### src/hw/noc_input_port_config.svh
`ifndef NOC_INPUT_PORT_CONFIG_SVH
`define NOC_INPUT_PORT_CONFIG_SVH

// virtual channels per input port
`define NIP_V 4

// flits per vc buffer, also the upstream credit count
`define NIP_B 4

`define NIP_FPAY 32 // flit payload bits

`define NIP_XW 4 // mesh coordinate width

`define NIP_CLASSES 4 // message classes

// one V-bit output vc mask per class, class 0 in the low nibble
// class c may use vc c and above
`define NIP_CLASS_SETTING 16'h8CEF

`endif

### src/hw/noc_input_port_pkg.sv
`default_nettype none

`include "noc_input_port_config.svh"

package noc_input_port_pkg;

    typedef enum logic [2:0] {
        LOCAL = 3'd0,
        EAST  = 3'd1,
        NORTH = 3'd2,
        WEST  = 3'd3,
        SOUTH = 3'd4
    } port_t;

    typedef logic [`NIP_V-1:0]  vc_mask_t; // one-hot vc or a set of vcs
    typedef logic [`NIP_XW-1:0] coord_t;
    typedef logic [1:0]         class_t;

    localparam int HDR_SPARE_W = `NIP_FPAY - 4 * `NIP_XW - 5;

    // header view of the payload word
    typedef struct packed {
        coord_t                 dest_x;
        coord_t                 dest_y;
        coord_t                 src_x;
        coord_t                 src_y;
        class_t                 class_id;
        port_t                  lk_port;    // port to take at the receiving router
        logic [HDR_SPARE_W-1:0] spare;
    } hdr_payload_t;

    typedef union packed {
        hdr_payload_t          hdr;
        logic [`NIP_FPAY-1:0]  data;   // body flit word
    } payload_u;

    typedef struct packed {
        logic     hdr_flg;
        logic     tail_flg;
        vc_mask_t vc;
        payload_u payload;
    } flit_t;

endpackage

`default_nettype wire

### src/hw/lookahead_router.sv
`timescale 1ns/100ps
`default_nettype none

`include "noc_input_port_config.svh"

module lookahead_router (
    input  wire                          clk,
    input  wire                          reset,
    input  wire noc_input_port_pkg::flit_t    flit_i,
    input  wire                          flit_we_i,
    input  wire noc_input_port_pkg::coord_t   cur_x_i,
    input  wire noc_input_port_pkg::coord_t   cur_y_i,
    output noc_input_port_pkg::vc_mask_t      lk_valid_o,
    output noc_input_port_pkg::port_t         cur_port_o,
    output noc_input_port_pkg::port_t         next_port_o,
    output noc_input_port_pkg::class_t        class_o
);

    import noc_input_port_pkg::*;

    hdr_payload_t hdr;
    coord_t       nb_x;     // router the flit goes to next
    coord_t       nb_y;
    port_t        xy_port;
    logic         hdr_wr;

    assign hdr    = flit_i.payload.hdr;
    assign hdr_wr = flit_we_i && flit_i.hdr_flg;

    always_comb begin
        nb_x = cur_x_i;
        nb_y = cur_y_i;
        case (hdr.lk_port)
            EAST:    nb_x = cur_x_i + coord_t'(1);
            WEST:    nb_x = cur_x_i - coord_t'(1);
            NORTH:   nb_y = cur_y_i + coord_t'(1);
            SOUTH:   nb_y = cur_y_i - coord_t'(1);
            default: ;  // local, same router
        endcase
    end

    // dimension order, x first
    always_comb begin
        if (hdr.dest_x > nb_x) begin
            xy_port = EAST;
        end else if (hdr.dest_x < nb_x) begin
            xy_port = WEST;
        end else if (hdr.dest_y > nb_y) begin
            xy_port = NORTH;
        end else if (hdr.dest_y < nb_y) begin
            xy_port = SOUTH;
        end else begin
            xy_port = LOCAL;
        end
    end

    always_ff @(posedge clk or posedge reset) begin
        if (reset) begin
            lk_valid_o <= '0;
        end else begin
            lk_valid_o <= hdr_wr ? flit_i.vc : '0;  // one pulse per header
        end
    end

    always_ff @(posedge clk) begin
        if (hdr_wr) begin
            cur_port_o  <= hdr.lk_port;
            next_port_o <= xy_port;
            class_o     <= hdr.class_id;
        end
    end

endmodule

`default_nettype wire

### src/hw/flit_buffer.sv
`timescale 1ns/100ps
`default_nettype none

`include "noc_input_port_config.svh"

module flit_buffer (
    input  wire                          clk,
    input  wire                          reset,
    input  wire noc_input_port_pkg::flit_t    flit_i,
    input  wire                          flit_we_i,
    input  wire noc_input_port_pkg::vc_mask_t rd_vc_i,
    output noc_input_port_pkg::flit_t         head_flit_o,
    output noc_input_port_pkg::vc_mask_t      not_empty_o,
    output noc_input_port_pkg::vc_mask_t      head_tail_o
);

    import noc_input_port_pkg::*;

    localparam int V  = `NIP_V;
    localparam int B  = `NIP_B;
    localparam int PW = (B > 1) ? $clog2(B) : 1;
    localparam int CW = $clog2(B + 1);

    vc_mask_t wr_vc;
    vc_mask_t rd_en;
    flit_t    head [V];   // head entry of each queue

    function automatic logic [PW-1:0] ptr_inc(input logic [PW-1:0] p);
        ptr_inc = (p == PW'(B - 1)) ? '0 : p + 1'b1;
    endfunction

    assign wr_vc = flit_we_i ? flit_i.vc : '0;
    assign rd_en = rd_vc_i & not_empty_o;

    for (genvar v = 0; v < V; v++) begin : g_vc
        flit_t         mem [B];
        logic [PW-1:0] wr_ptr;
        logic [PW-1:0] rd_ptr;
        logic [CW-1:0] count;

        always_ff @(posedge clk or posedge reset) begin
            if (reset) begin
                wr_ptr <= '0;
                rd_ptr <= '0;
                count  <= '0;
            end else begin
                if (wr_vc[v]) begin
                    wr_ptr <= ptr_inc(wr_ptr);
                end
                if (rd_en[v]) begin
                    rd_ptr <= ptr_inc(rd_ptr);
                end
                if (wr_vc[v] && !rd_en[v]) begin
                    count <= count + 1'b1;
                end else if (!wr_vc[v] && rd_en[v]) begin
                    count <= count - 1'b1;
                end
            end
        end

        always_ff @(posedge clk) begin
            if (wr_vc[v]) begin
                mem[wr_ptr] <= flit_i;
            end
        end

        assign head[v]        = mem[rd_ptr];
        assign not_empty_o[v] = (count != '0);
        assign head_tail_o[v] = head[v].tail_flg;
    end

    // head of the vc being read
    always_comb begin
        head_flit_o = '0;
        for (int v = 0; v < V; v++) begin
            if (rd_vc_i[v]) begin
                head_flit_o = head[v];
            end
        end
    end

endmodule

`default_nettype wire

### src/hw/route_info_store.sv
`timescale 1ns/100ps
`default_nettype none

`include "noc_input_port_config.svh"

module route_info_store (
    input  wire                          clk,
    input  wire                          reset,
    input  wire noc_input_port_pkg::vc_mask_t lk_valid_i,
    input  wire noc_input_port_pkg::port_t    cur_port_i,
    input  wire noc_input_port_pkg::port_t    next_port_i,
    input  wire noc_input_port_pkg::class_t   class_i,
    output noc_input_port_pkg::port_t         dest_port_o     [`NIP_V],
    output noc_input_port_pkg::port_t         next_port_o     [`NIP_V],
    output noc_input_port_pkg::vc_mask_t      candidate_ovc_o [`NIP_V]
);

    import noc_input_port_pkg::*;

    localparam int V = `NIP_V;
    localparam logic [`NIP_CLASSES*V-1:0] CLASS_SETTING = `NIP_CLASS_SETTING;

    class_t class_q [V];

    // one route per vc, loaded by the lookahead pulse of its header
    always_ff @(posedge clk or posedge reset) begin
        if (reset) begin
            for (int v = 0; v < V; v++) begin
                dest_port_o[v] <= LOCAL;
                next_port_o[v] <= LOCAL;
                class_q[v]     <= '0;
            end
        end else begin
            for (int v = 0; v < V; v++) begin
                if (lk_valid_i[v]) begin
                    dest_port_o[v] <= cur_port_i;
                    next_port_o[v] <= next_port_i;
                    class_q[v]     <= class_i;
                end
            end
        end
    end

    // class to allowed output vcs
    always_comb begin
        for (int v = 0; v < V; v++) begin
            candidate_ovc_o[v] = CLASS_SETTING[class_q[v]*V +: V];
        end
    end

endmodule

`default_nettype wire

### src/hw/ivc_control.sv
`timescale 1ns/100ps
`default_nettype none

`include "noc_input_port_config.svh"

module ivc_control (
    input  wire                          clk,
    input  wire                          reset,
    input  wire noc_input_port_pkg::vc_mask_t lk_valid_i,
    input  wire noc_input_port_pkg::vc_mask_t not_empty_i,
    input  wire noc_input_port_pkg::vc_mask_t head_tail_i,
    input  wire noc_input_port_pkg::vc_mask_t grant_ivc_i,
    output noc_input_port_pkg::vc_mask_t      ivc_request_o,
    output noc_input_port_pkg::vc_mask_t      rd_vc_o,
    output noc_input_port_pkg::vc_mask_t      credit_o,
    output noc_input_port_pkg::vc_mask_t      flit_is_tail_o
);

    import noc_input_port_pkg::*;

    vc_mask_t route_ready;  // route of the current packet is stored
    vc_mask_t rd_vc;
    vc_mask_t tail_done;

    // a vc competes only with a known route and a flit waiting
    assign ivc_request_o = route_ready & not_empty_i;

    assign rd_vc   = grant_ivc_i & ivc_request_o; // ignore grants on idle vcs
    assign rd_vc_o = rd_vc;

    assign tail_done      = rd_vc & head_tail_i;
    assign flit_is_tail_o = head_tail_i & not_empty_i; // stale head flags hidden

    // Atomic reallocation: a vc carries one packet at a time, so the tail
    // grant ends its route. A new header's lookahead may land on the same
    // edge as the old tail leaves, hence set has priority over clear.
    always_ff @(posedge clk or posedge reset) begin
        if (reset) begin
            route_ready <= '0;
        end else begin
            route_ready <= (route_ready & ~tail_done) | lk_valid_i;
        end
    end

    always_ff @(posedge clk or posedge reset) begin
        if (reset) begin
            credit_o <= '0;
        end else begin
            credit_o <= rd_vc;  // one credit per flit leaving
        end
    end

endmodule

`default_nettype wire

### src/hw/header_updater.sv
`timescale 1ns/100ps
`default_nettype none

`include "noc_input_port_config.svh"

module header_updater (
    input  wire                          clk,
    input  wire                          reset,
    input  wire noc_input_port_pkg::flit_t    head_flit_i,
    input  wire noc_input_port_pkg::vc_mask_t grant_ivc_i,
    input  wire noc_input_port_pkg::vc_mask_t grant_ovc_i,
    input  wire noc_input_port_pkg::port_t    next_port_i [`NIP_V],
    output noc_input_port_pkg::flit_t         flit_o,
    output logic                         flit_valid_o
);

    import noc_input_port_pkg::*;

    port_t lk_sel;  // lookahead of the granted vc

    always_comb begin
        lk_sel = LOCAL;
        for (int v = 0; v < `NIP_V; v++) begin
            if (grant_ivc_i[v]) begin
                lk_sel = next_port_i[v];
            end
        end
    end

    always_ff @(posedge clk or posedge reset) begin
        if (reset) begin
            flit_valid_o <= 1'b0;
        end else begin
            flit_valid_o <= |grant_ivc_i;
        end
    end

    always_ff @(posedge clk) begin
        if (|grant_ivc_i) begin
            flit_o    <= head_flit_i;
            flit_o.vc <= grant_ovc_i;  // every flit takes the output vc
            if (head_flit_i.hdr_flg) begin
                flit_o.payload.hdr.lk_port <= lk_sel;
            end
        end
    end

endmodule

`default_nettype wire

### src/hw/noc_input_port.sv
`timescale 1ns/100ps
`default_nettype none

`include "noc_input_port_config.svh"

module noc_input_port (
    input  wire                          clk,
    input  wire                          reset,
    input  wire noc_input_port_pkg::coord_t   cur_x_i,
    input  wire noc_input_port_pkg::coord_t   cur_y_i,
    input  wire noc_input_port_pkg::flit_t    flit_i,
    input  wire                          flit_we_i,
    output wire noc_input_port_pkg::vc_mask_t credit_o,
    output wire noc_input_port_pkg::vc_mask_t ivc_request_o,
    output wire noc_input_port_pkg::port_t    dest_port_o     [`NIP_V],
    output wire noc_input_port_pkg::vc_mask_t candidate_ovc_o [`NIP_V],
    output wire noc_input_port_pkg::vc_mask_t flit_is_tail_o,
    input  wire noc_input_port_pkg::vc_mask_t grant_ivc_i,
    input  wire noc_input_port_pkg::vc_mask_t grant_ovc_i,
    output wire noc_input_port_pkg::flit_t    flit_o,
    output wire                          flit_valid_o
);

    wire noc_input_port_pkg::vc_mask_t lk_valid;
    wire noc_input_port_pkg::port_t    lk_cur_port;
    wire noc_input_port_pkg::port_t    lk_next_port;
    wire noc_input_port_pkg::class_t   lk_class;
    wire noc_input_port_pkg::port_t    next_port [`NIP_V];  // per-vc lookahead
    wire noc_input_port_pkg::vc_mask_t rd_vc;               // qualified grant
    wire noc_input_port_pkg::vc_mask_t not_empty;
    wire noc_input_port_pkg::vc_mask_t head_tail;
    wire noc_input_port_pkg::flit_t    head_flit;

    lookahead_router u_lookahead_router (
        .clk         (clk),
        .reset       (reset),
        .flit_i      (flit_i),
        .flit_we_i   (flit_we_i),
        .cur_x_i     (cur_x_i),
        .cur_y_i     (cur_y_i),
        .lk_valid_o  (lk_valid),
        .cur_port_o  (lk_cur_port),
        .next_port_o (lk_next_port),
        .class_o     (lk_class)
    );

    flit_buffer u_flit_buffer (
        .clk         (clk),
        .reset       (reset),
        .flit_i      (flit_i),
        .flit_we_i   (flit_we_i),
        .rd_vc_i     (rd_vc),
        .head_flit_o (head_flit),
        .not_empty_o (not_empty),
        .head_tail_o (head_tail)
    );

    route_info_store u_route_info_store (
        .clk             (clk),
        .reset           (reset),
        .lk_valid_i      (lk_valid),
        .cur_port_i      (lk_cur_port),
        .next_port_i     (lk_next_port),
        .class_i         (lk_class),
        .dest_port_o     (dest_port_o),
        .next_port_o     (next_port),
        .candidate_ovc_o (candidate_ovc_o)
    );

    ivc_control u_ivc_control (
        .clk            (clk),
        .reset          (reset),
        .lk_valid_i     (lk_valid),
        .not_empty_i    (not_empty),
        .head_tail_i    (head_tail),
        .grant_ivc_i    (grant_ivc_i),
        .ivc_request_o  (ivc_request_o),
        .rd_vc_o        (rd_vc),
        .credit_o       (credit_o),
        .flit_is_tail_o (flit_is_tail_o)
    );

    header_updater u_header_updater (
        .clk          (clk),
        .reset        (reset),
        .head_flit_i  (head_flit),
        .grant_ivc_i  (rd_vc),
        .grant_ovc_i  (grant_ovc_i),
        .next_port_i  (next_port),
        .flit_o       (flit_o),
        .flit_valid_o (flit_valid_o)
    );

endmodule

`default_nettype wire

### config.mk
export PLATFORM = sky130hd
export DESIGN_NAME = noc_input_port
export DESIGN_NICKNAME = d
export VERILOG_FILES = /design/src/hw/noc_input_port_pkg.sv /design/src/hw/lookahead_router.sv /design/src/hw/flit_buffer.sv /design/src/hw/route_info_store.sv /design/src/hw/ivc_control.sv /design/src/hw/header_updater.sv /design/src/hw/noc_input_port.sv
export VERILOG_INCLUDE_DIRS = /design/src /design/src/hw
export SDC_FILE = /design/constraint.sdc
export NUM_CORES = 1
export LEC_CHECK = 0
export BUFFER_PORTS_ARGS = -buffer_cell sky130_fd_sc_hd__clkbuf_2
export CORE_MARGIN = 4
export CORE_UTILIZATION = 55
export CTS_CLUSTER_DIAMETER = 200
export DETAILED_ROUTE_END_ITERATION = 10
export HOLD_SLACK_MARGIN = 0.05
export PLACE_DENSITY = 0.81
export RECOVER_POWER = 25
export SYNTH_ARGS = -nofsm -noshare
export SYNTH_HDL_FRONTEND = slang
export SYNTH_SLANG_ARGS = --single-unit
### constraint.sdc
create_clock -name clk -period 2.7 [get_ports clk]
set_input_delay 0.135 -clock clk [delete_from_list [all_inputs] [get_ports clk]]
set_output_delay 0.135 -clock clk [all_outputs]
set_load 0.02 [all_outputs]
==> run summary <==
crit-path leading delay family -> flip-flops
power density over cell area -> 1050 nW/um^2
global-route congestion overflow total -> 0
peak fanout along the critical path -> 19
max capacitance violation total -> 0
setup fix buffers added after clock tree synthesis -> 0
Fillers -> 2889
# nets final -> 1602
Setup Viol. Count Final -> 0
worst-case setup margin in the final layout -> 0.0942 ns
drt total wl -> 62.8 mm
Post-DP Area -> 27600 um^2
final weighted congestion in routability-driven placement -> 0.784
clock tree from TritonCTS -> done
clock sink count -> 663
per-cell via count in the routed design -> 6.39
number of placed I/O pins -> 136
setup slack after placement -> 0.188 ns
buffers from clock root to sink, at most -> 3
share of final-layout standard cells stronger than drive strength 1 -> 30.1%
pin count of the biggest net entering global routing -> 59
total clock buffers created by CTS -> 66
Iteration-0 DRC Markers -> 1730
crit-path max cell delay -> 0.63 ns
register area share after synthesis -> 75.5%
clk_lat worst skew -> 0.60 ns
DR WL/cell -> 29.0 um
total die area -> 50600 um^2
Yosys cell types -> 53
non-filler instance count after layout -> 2165
Post-Syn Instances -> 1267
number of buffers and inverters on the critical path -> 2
final cell utilization of the core -> 65.0%
Worst Path Arrival -> 2.47 ns
Vias -> 13800
launching element type of the critical path -> flop
clock-pin slew on the worst setup and hold paths -> 0.06 ns
commonest cells after routing, fill and taps aside -> 590 x sky130_fd_sc_hd__edfxtp_1, 133 x sky130_fd_sc_hd__mux4_2, 108 x sky130_fd_sc_hd__clkbuf_2
width of the chip -> 225 um
Clock H-tree levels -> 3
number of iterations in the first detailed-routing pass -> 5
clock skew after layout -> 0.0256 ns
first-pass GRT wire length -> 93.4 mm
Mean Syn Cell Area -> 20.4 um^2
Max stage delay cell, worst path -> sky130_fd_sc_hd__dfrtp_2
unrepaired setup endpoints after global routing -> no
worst slack on hold paths -> 0.107 ns
number of pins with negative max-slew slack in the final report -> 0
Std-Cell Rows -> 79
master cell of the clock root buffer -> sky130_fd_sc_hd__clkbuf_16
Post-synth EDFFs -> 590
worst supply voltage drop on vdd -> 0.891 mV
most frequent standard cell in the layout excluding fill and tap cells -> sky130_fd_sc_hd__edfxtp_1
area overhead of the layout relative to synthesis -> 16.9%
period utilization -> 96.5%
outcome -> finished, final reports clean
starting density of the core -> 55.6%
total DRC errors in the routed layout -> 0
Die Span Y -> 225 um
area of the placeable core -> 46600 um^2
Final Power -> 31.6 mW
area taken by multi-input logic gates -> 5950 um^2
GRT Total Usage -> 25.2%
standby leakage power -> 10.5 nW
kind of end point of the critical path -> primary output
final setup TNS -> 0 ns
ordered list of cells on the worst path -> buf_4 -> mux4_2 -> nor2b_1 -> clkbuf_2
data required time of the critical path -> 2.57 ns
post-synthesis sequential element count -> 663
start-to-end type of the worst setup path -> reg2out
time the final worst path needs with I/O delays and setup -> 2.61 ns
slew at the pin closest to its max-slew limit -> 1.10 ns
vias in the first global route -> 14500
register cell area after layout -> 19600 um^2
antenna violations before repair -> 1
max frequency -> 0.384 GHz
detailed placement HPWL -> 34.6 mm
max_slew headroom -> 26.5%
synthesized area -> 25900 um^2
final antenna-violating net count -> 0
synth warn -> 0
endpoints failing hold -> 0
top flip-flop cell by instance count after synthesis -> sky130_fd_sc_hd__edfxtp_1
fraction of registers with async set/reset -> 11.0%
Hold Crit Class -> in2reg
Cells after DPL -> 2000
final standard cell area without fillers -> 30200 um^2
number of port buffers -> 131
==> registers in the layout, summed over array words and instances (netlist names), 4 cells and up <==
signal	flops
u_flit_buffer.g_vc.mem	544
u_header_updater.flit_o	38
u_flit_buffer.g_vc.count	12
u_route_info_store.dest_port_o	12
u_route_info_store.next_port_o	12
u_flit_buffer.g_vc.rd_ptr	8
u_flit_buffer.g_vc.wr_ptr	8
u_route_info_store.class_q	8
u_ivc_control.credit_o	4
u_ivc_control.route_ready	4
u_lookahead_router.lk_valid_o	4
==> cells in the mapped netlist (2+ instances only) <==
cell                       number  area [um^2]
sky130_fd_sc_hd__a21o_1        10         75.1
sky130_fd_sc_hd__a21oi_1       10         50.1
sky130_fd_sc_hd__a221oi_1      30          263
sky130_fd_sc_hd__a22oi_1        6         45.0
sky130_fd_sc_hd__and2_1         2         12.5
sky130_fd_sc_hd__and3_1        20          125
sky130_fd_sc_hd__buf_1          2         7.51
sky130_fd_sc_hd__buf_2         22          110
sky130_fd_sc_hd__buf_4         11         82.6
sky130_fd_sc_hd__clkbuf_1      27          101
sky130_fd_sc_hd__dfrtp_1       73         1830
sky130_fd_sc_hd__edfxtp_1     590        17700
sky130_fd_sc_hd__fa_1           5          100
sky130_fd_sc_hd__ha_1          35          438
sky130_fd_sc_hd__inv_1         24         90.1
sky130_fd_sc_hd__mux2_2        33          372
sky130_fd_sc_hd__mux2_4         3         45.0
sky130_fd_sc_hd__mux2i_1        3         30.0
sky130_fd_sc_hd__mux4_1         3         78.8
sky130_fd_sc_hd__mux4_2       133         3000
sky130_fd_sc_hd__nand2_1       62          233
sky130_fd_sc_hd__nand2b_1       5         31.3
sky130_fd_sc_hd__nand4_1        2         12.5
sky130_fd_sc_hd__nor2_1        41          154
sky130_fd_sc_hd__nor2b_1       10         62.6
sky130_fd_sc_hd__nor3_1         7         35.0
sky130_fd_sc_hd__o21ai_0       17         85.1
sky130_fd_sc_hd__o22ai_1        7         43.8
sky130_fd_sc_hd__o311ai_4       2         52.6
sky130_fd_sc_hd__o31ai_1       29          218
sky130_fd_sc_hd__or3_1          4         25.0
sky130_fd_sc_hd__xnor2_1       10         87.6
sky130_fd_sc_hd__xor2_1         9         78.8
==> routing by layer <==
metal	up-vias	track usage [%]	part of all wire, %
met3	142	5.17	9.8
met4	0	8.81	3.1
met1	7203	34.2	37
met5	-	0	0
li1	5616	-	-
met2	883	41.4	50
==> path summary, 6_finish.rpt <==
kind,endpoint,start,cells past startpoint,slack (ns)
min in group asynchronous,u_route_info_store.class_q[5],reset,3,0.32
setup / recovery,flit_is_tail_o[3],u_flit_buffer.g_vc[3].rd_ptr[1],4,0.09
hold reg to reg,u_flit_buffer.g_vc[1].count[2],u_flit_buffer.g_vc[1].count[2],1,0.50
setup reg to reg,u_flit_buffer.g_vc[0].count[2],u_flit_buffer.g_vc[0].count[0],7,0.37
hold / removal,u_lookahead_router.lk_valid_o[2],flit_we_i,2,0.11
max in group asynchronous,u_flit_buffer.g_vc[3].rd_ptr[0],reset,3,1.66
==> worst register-to-register path: stages (launching register included) <==
cell,delay [ns]
sky130_fd_sc_hd__dfrtp_1,0.46
sky130_fd_sc_hd__o311ai_4,0.60
sky130_fd_sc_hd__ha_1,0.29
sky130_fd_sc_hd__inv_1,0.06
sky130_fd_sc_hd__fa_1,0.38
sky130_fd_sc_hd__xor2_1,0.17
sky130_fd_sc_hd__nor2_1,0.12
sky130_fd_sc_hd__xor2_1,0.16
==> timing repair <==
item,in CTS,in global routing
setup endpoints to repair,0,1
hold buffers,44,0
gates resized for setup,0,1
endpoints found under the hold margin,577,0
==> logic make-up after synthesis <==
family / after synthesis / synth area share [%]
other cells: 1 / 0.0145
flops: 663 / 75.5
fa+ha+maj: 40 / 2.08
mux: 175 / 13.6
compound gates: 116 / 3.45
xor+xnor: 19 / 0.643
buf+inv: 90 / 1.61
simple gates: 163 / 3.05
==> power breakdown <==
group | switching (mW) | total [mW] | internal [mW] | leakage, nW
Clock | 3.86 | 9.31 | 5.45 | 1.05
Combinational | 5.08 | 8.72 | 3.63 | 3.14
Sequential | 0.782 | 13.6 | 12.8 | 6.28
==> layout make-up <==
class	instances	area share (%)
clock buffer	90	5.89
antenna	1	0.00827
timing repair buffer	230	5.60
inverter	27	0.348
tap	607	2.51
sequential	663	64.6
multi-input combinational	517	19.7
clock inverter	30	1.32
Power figures use the tool's default switching activity.
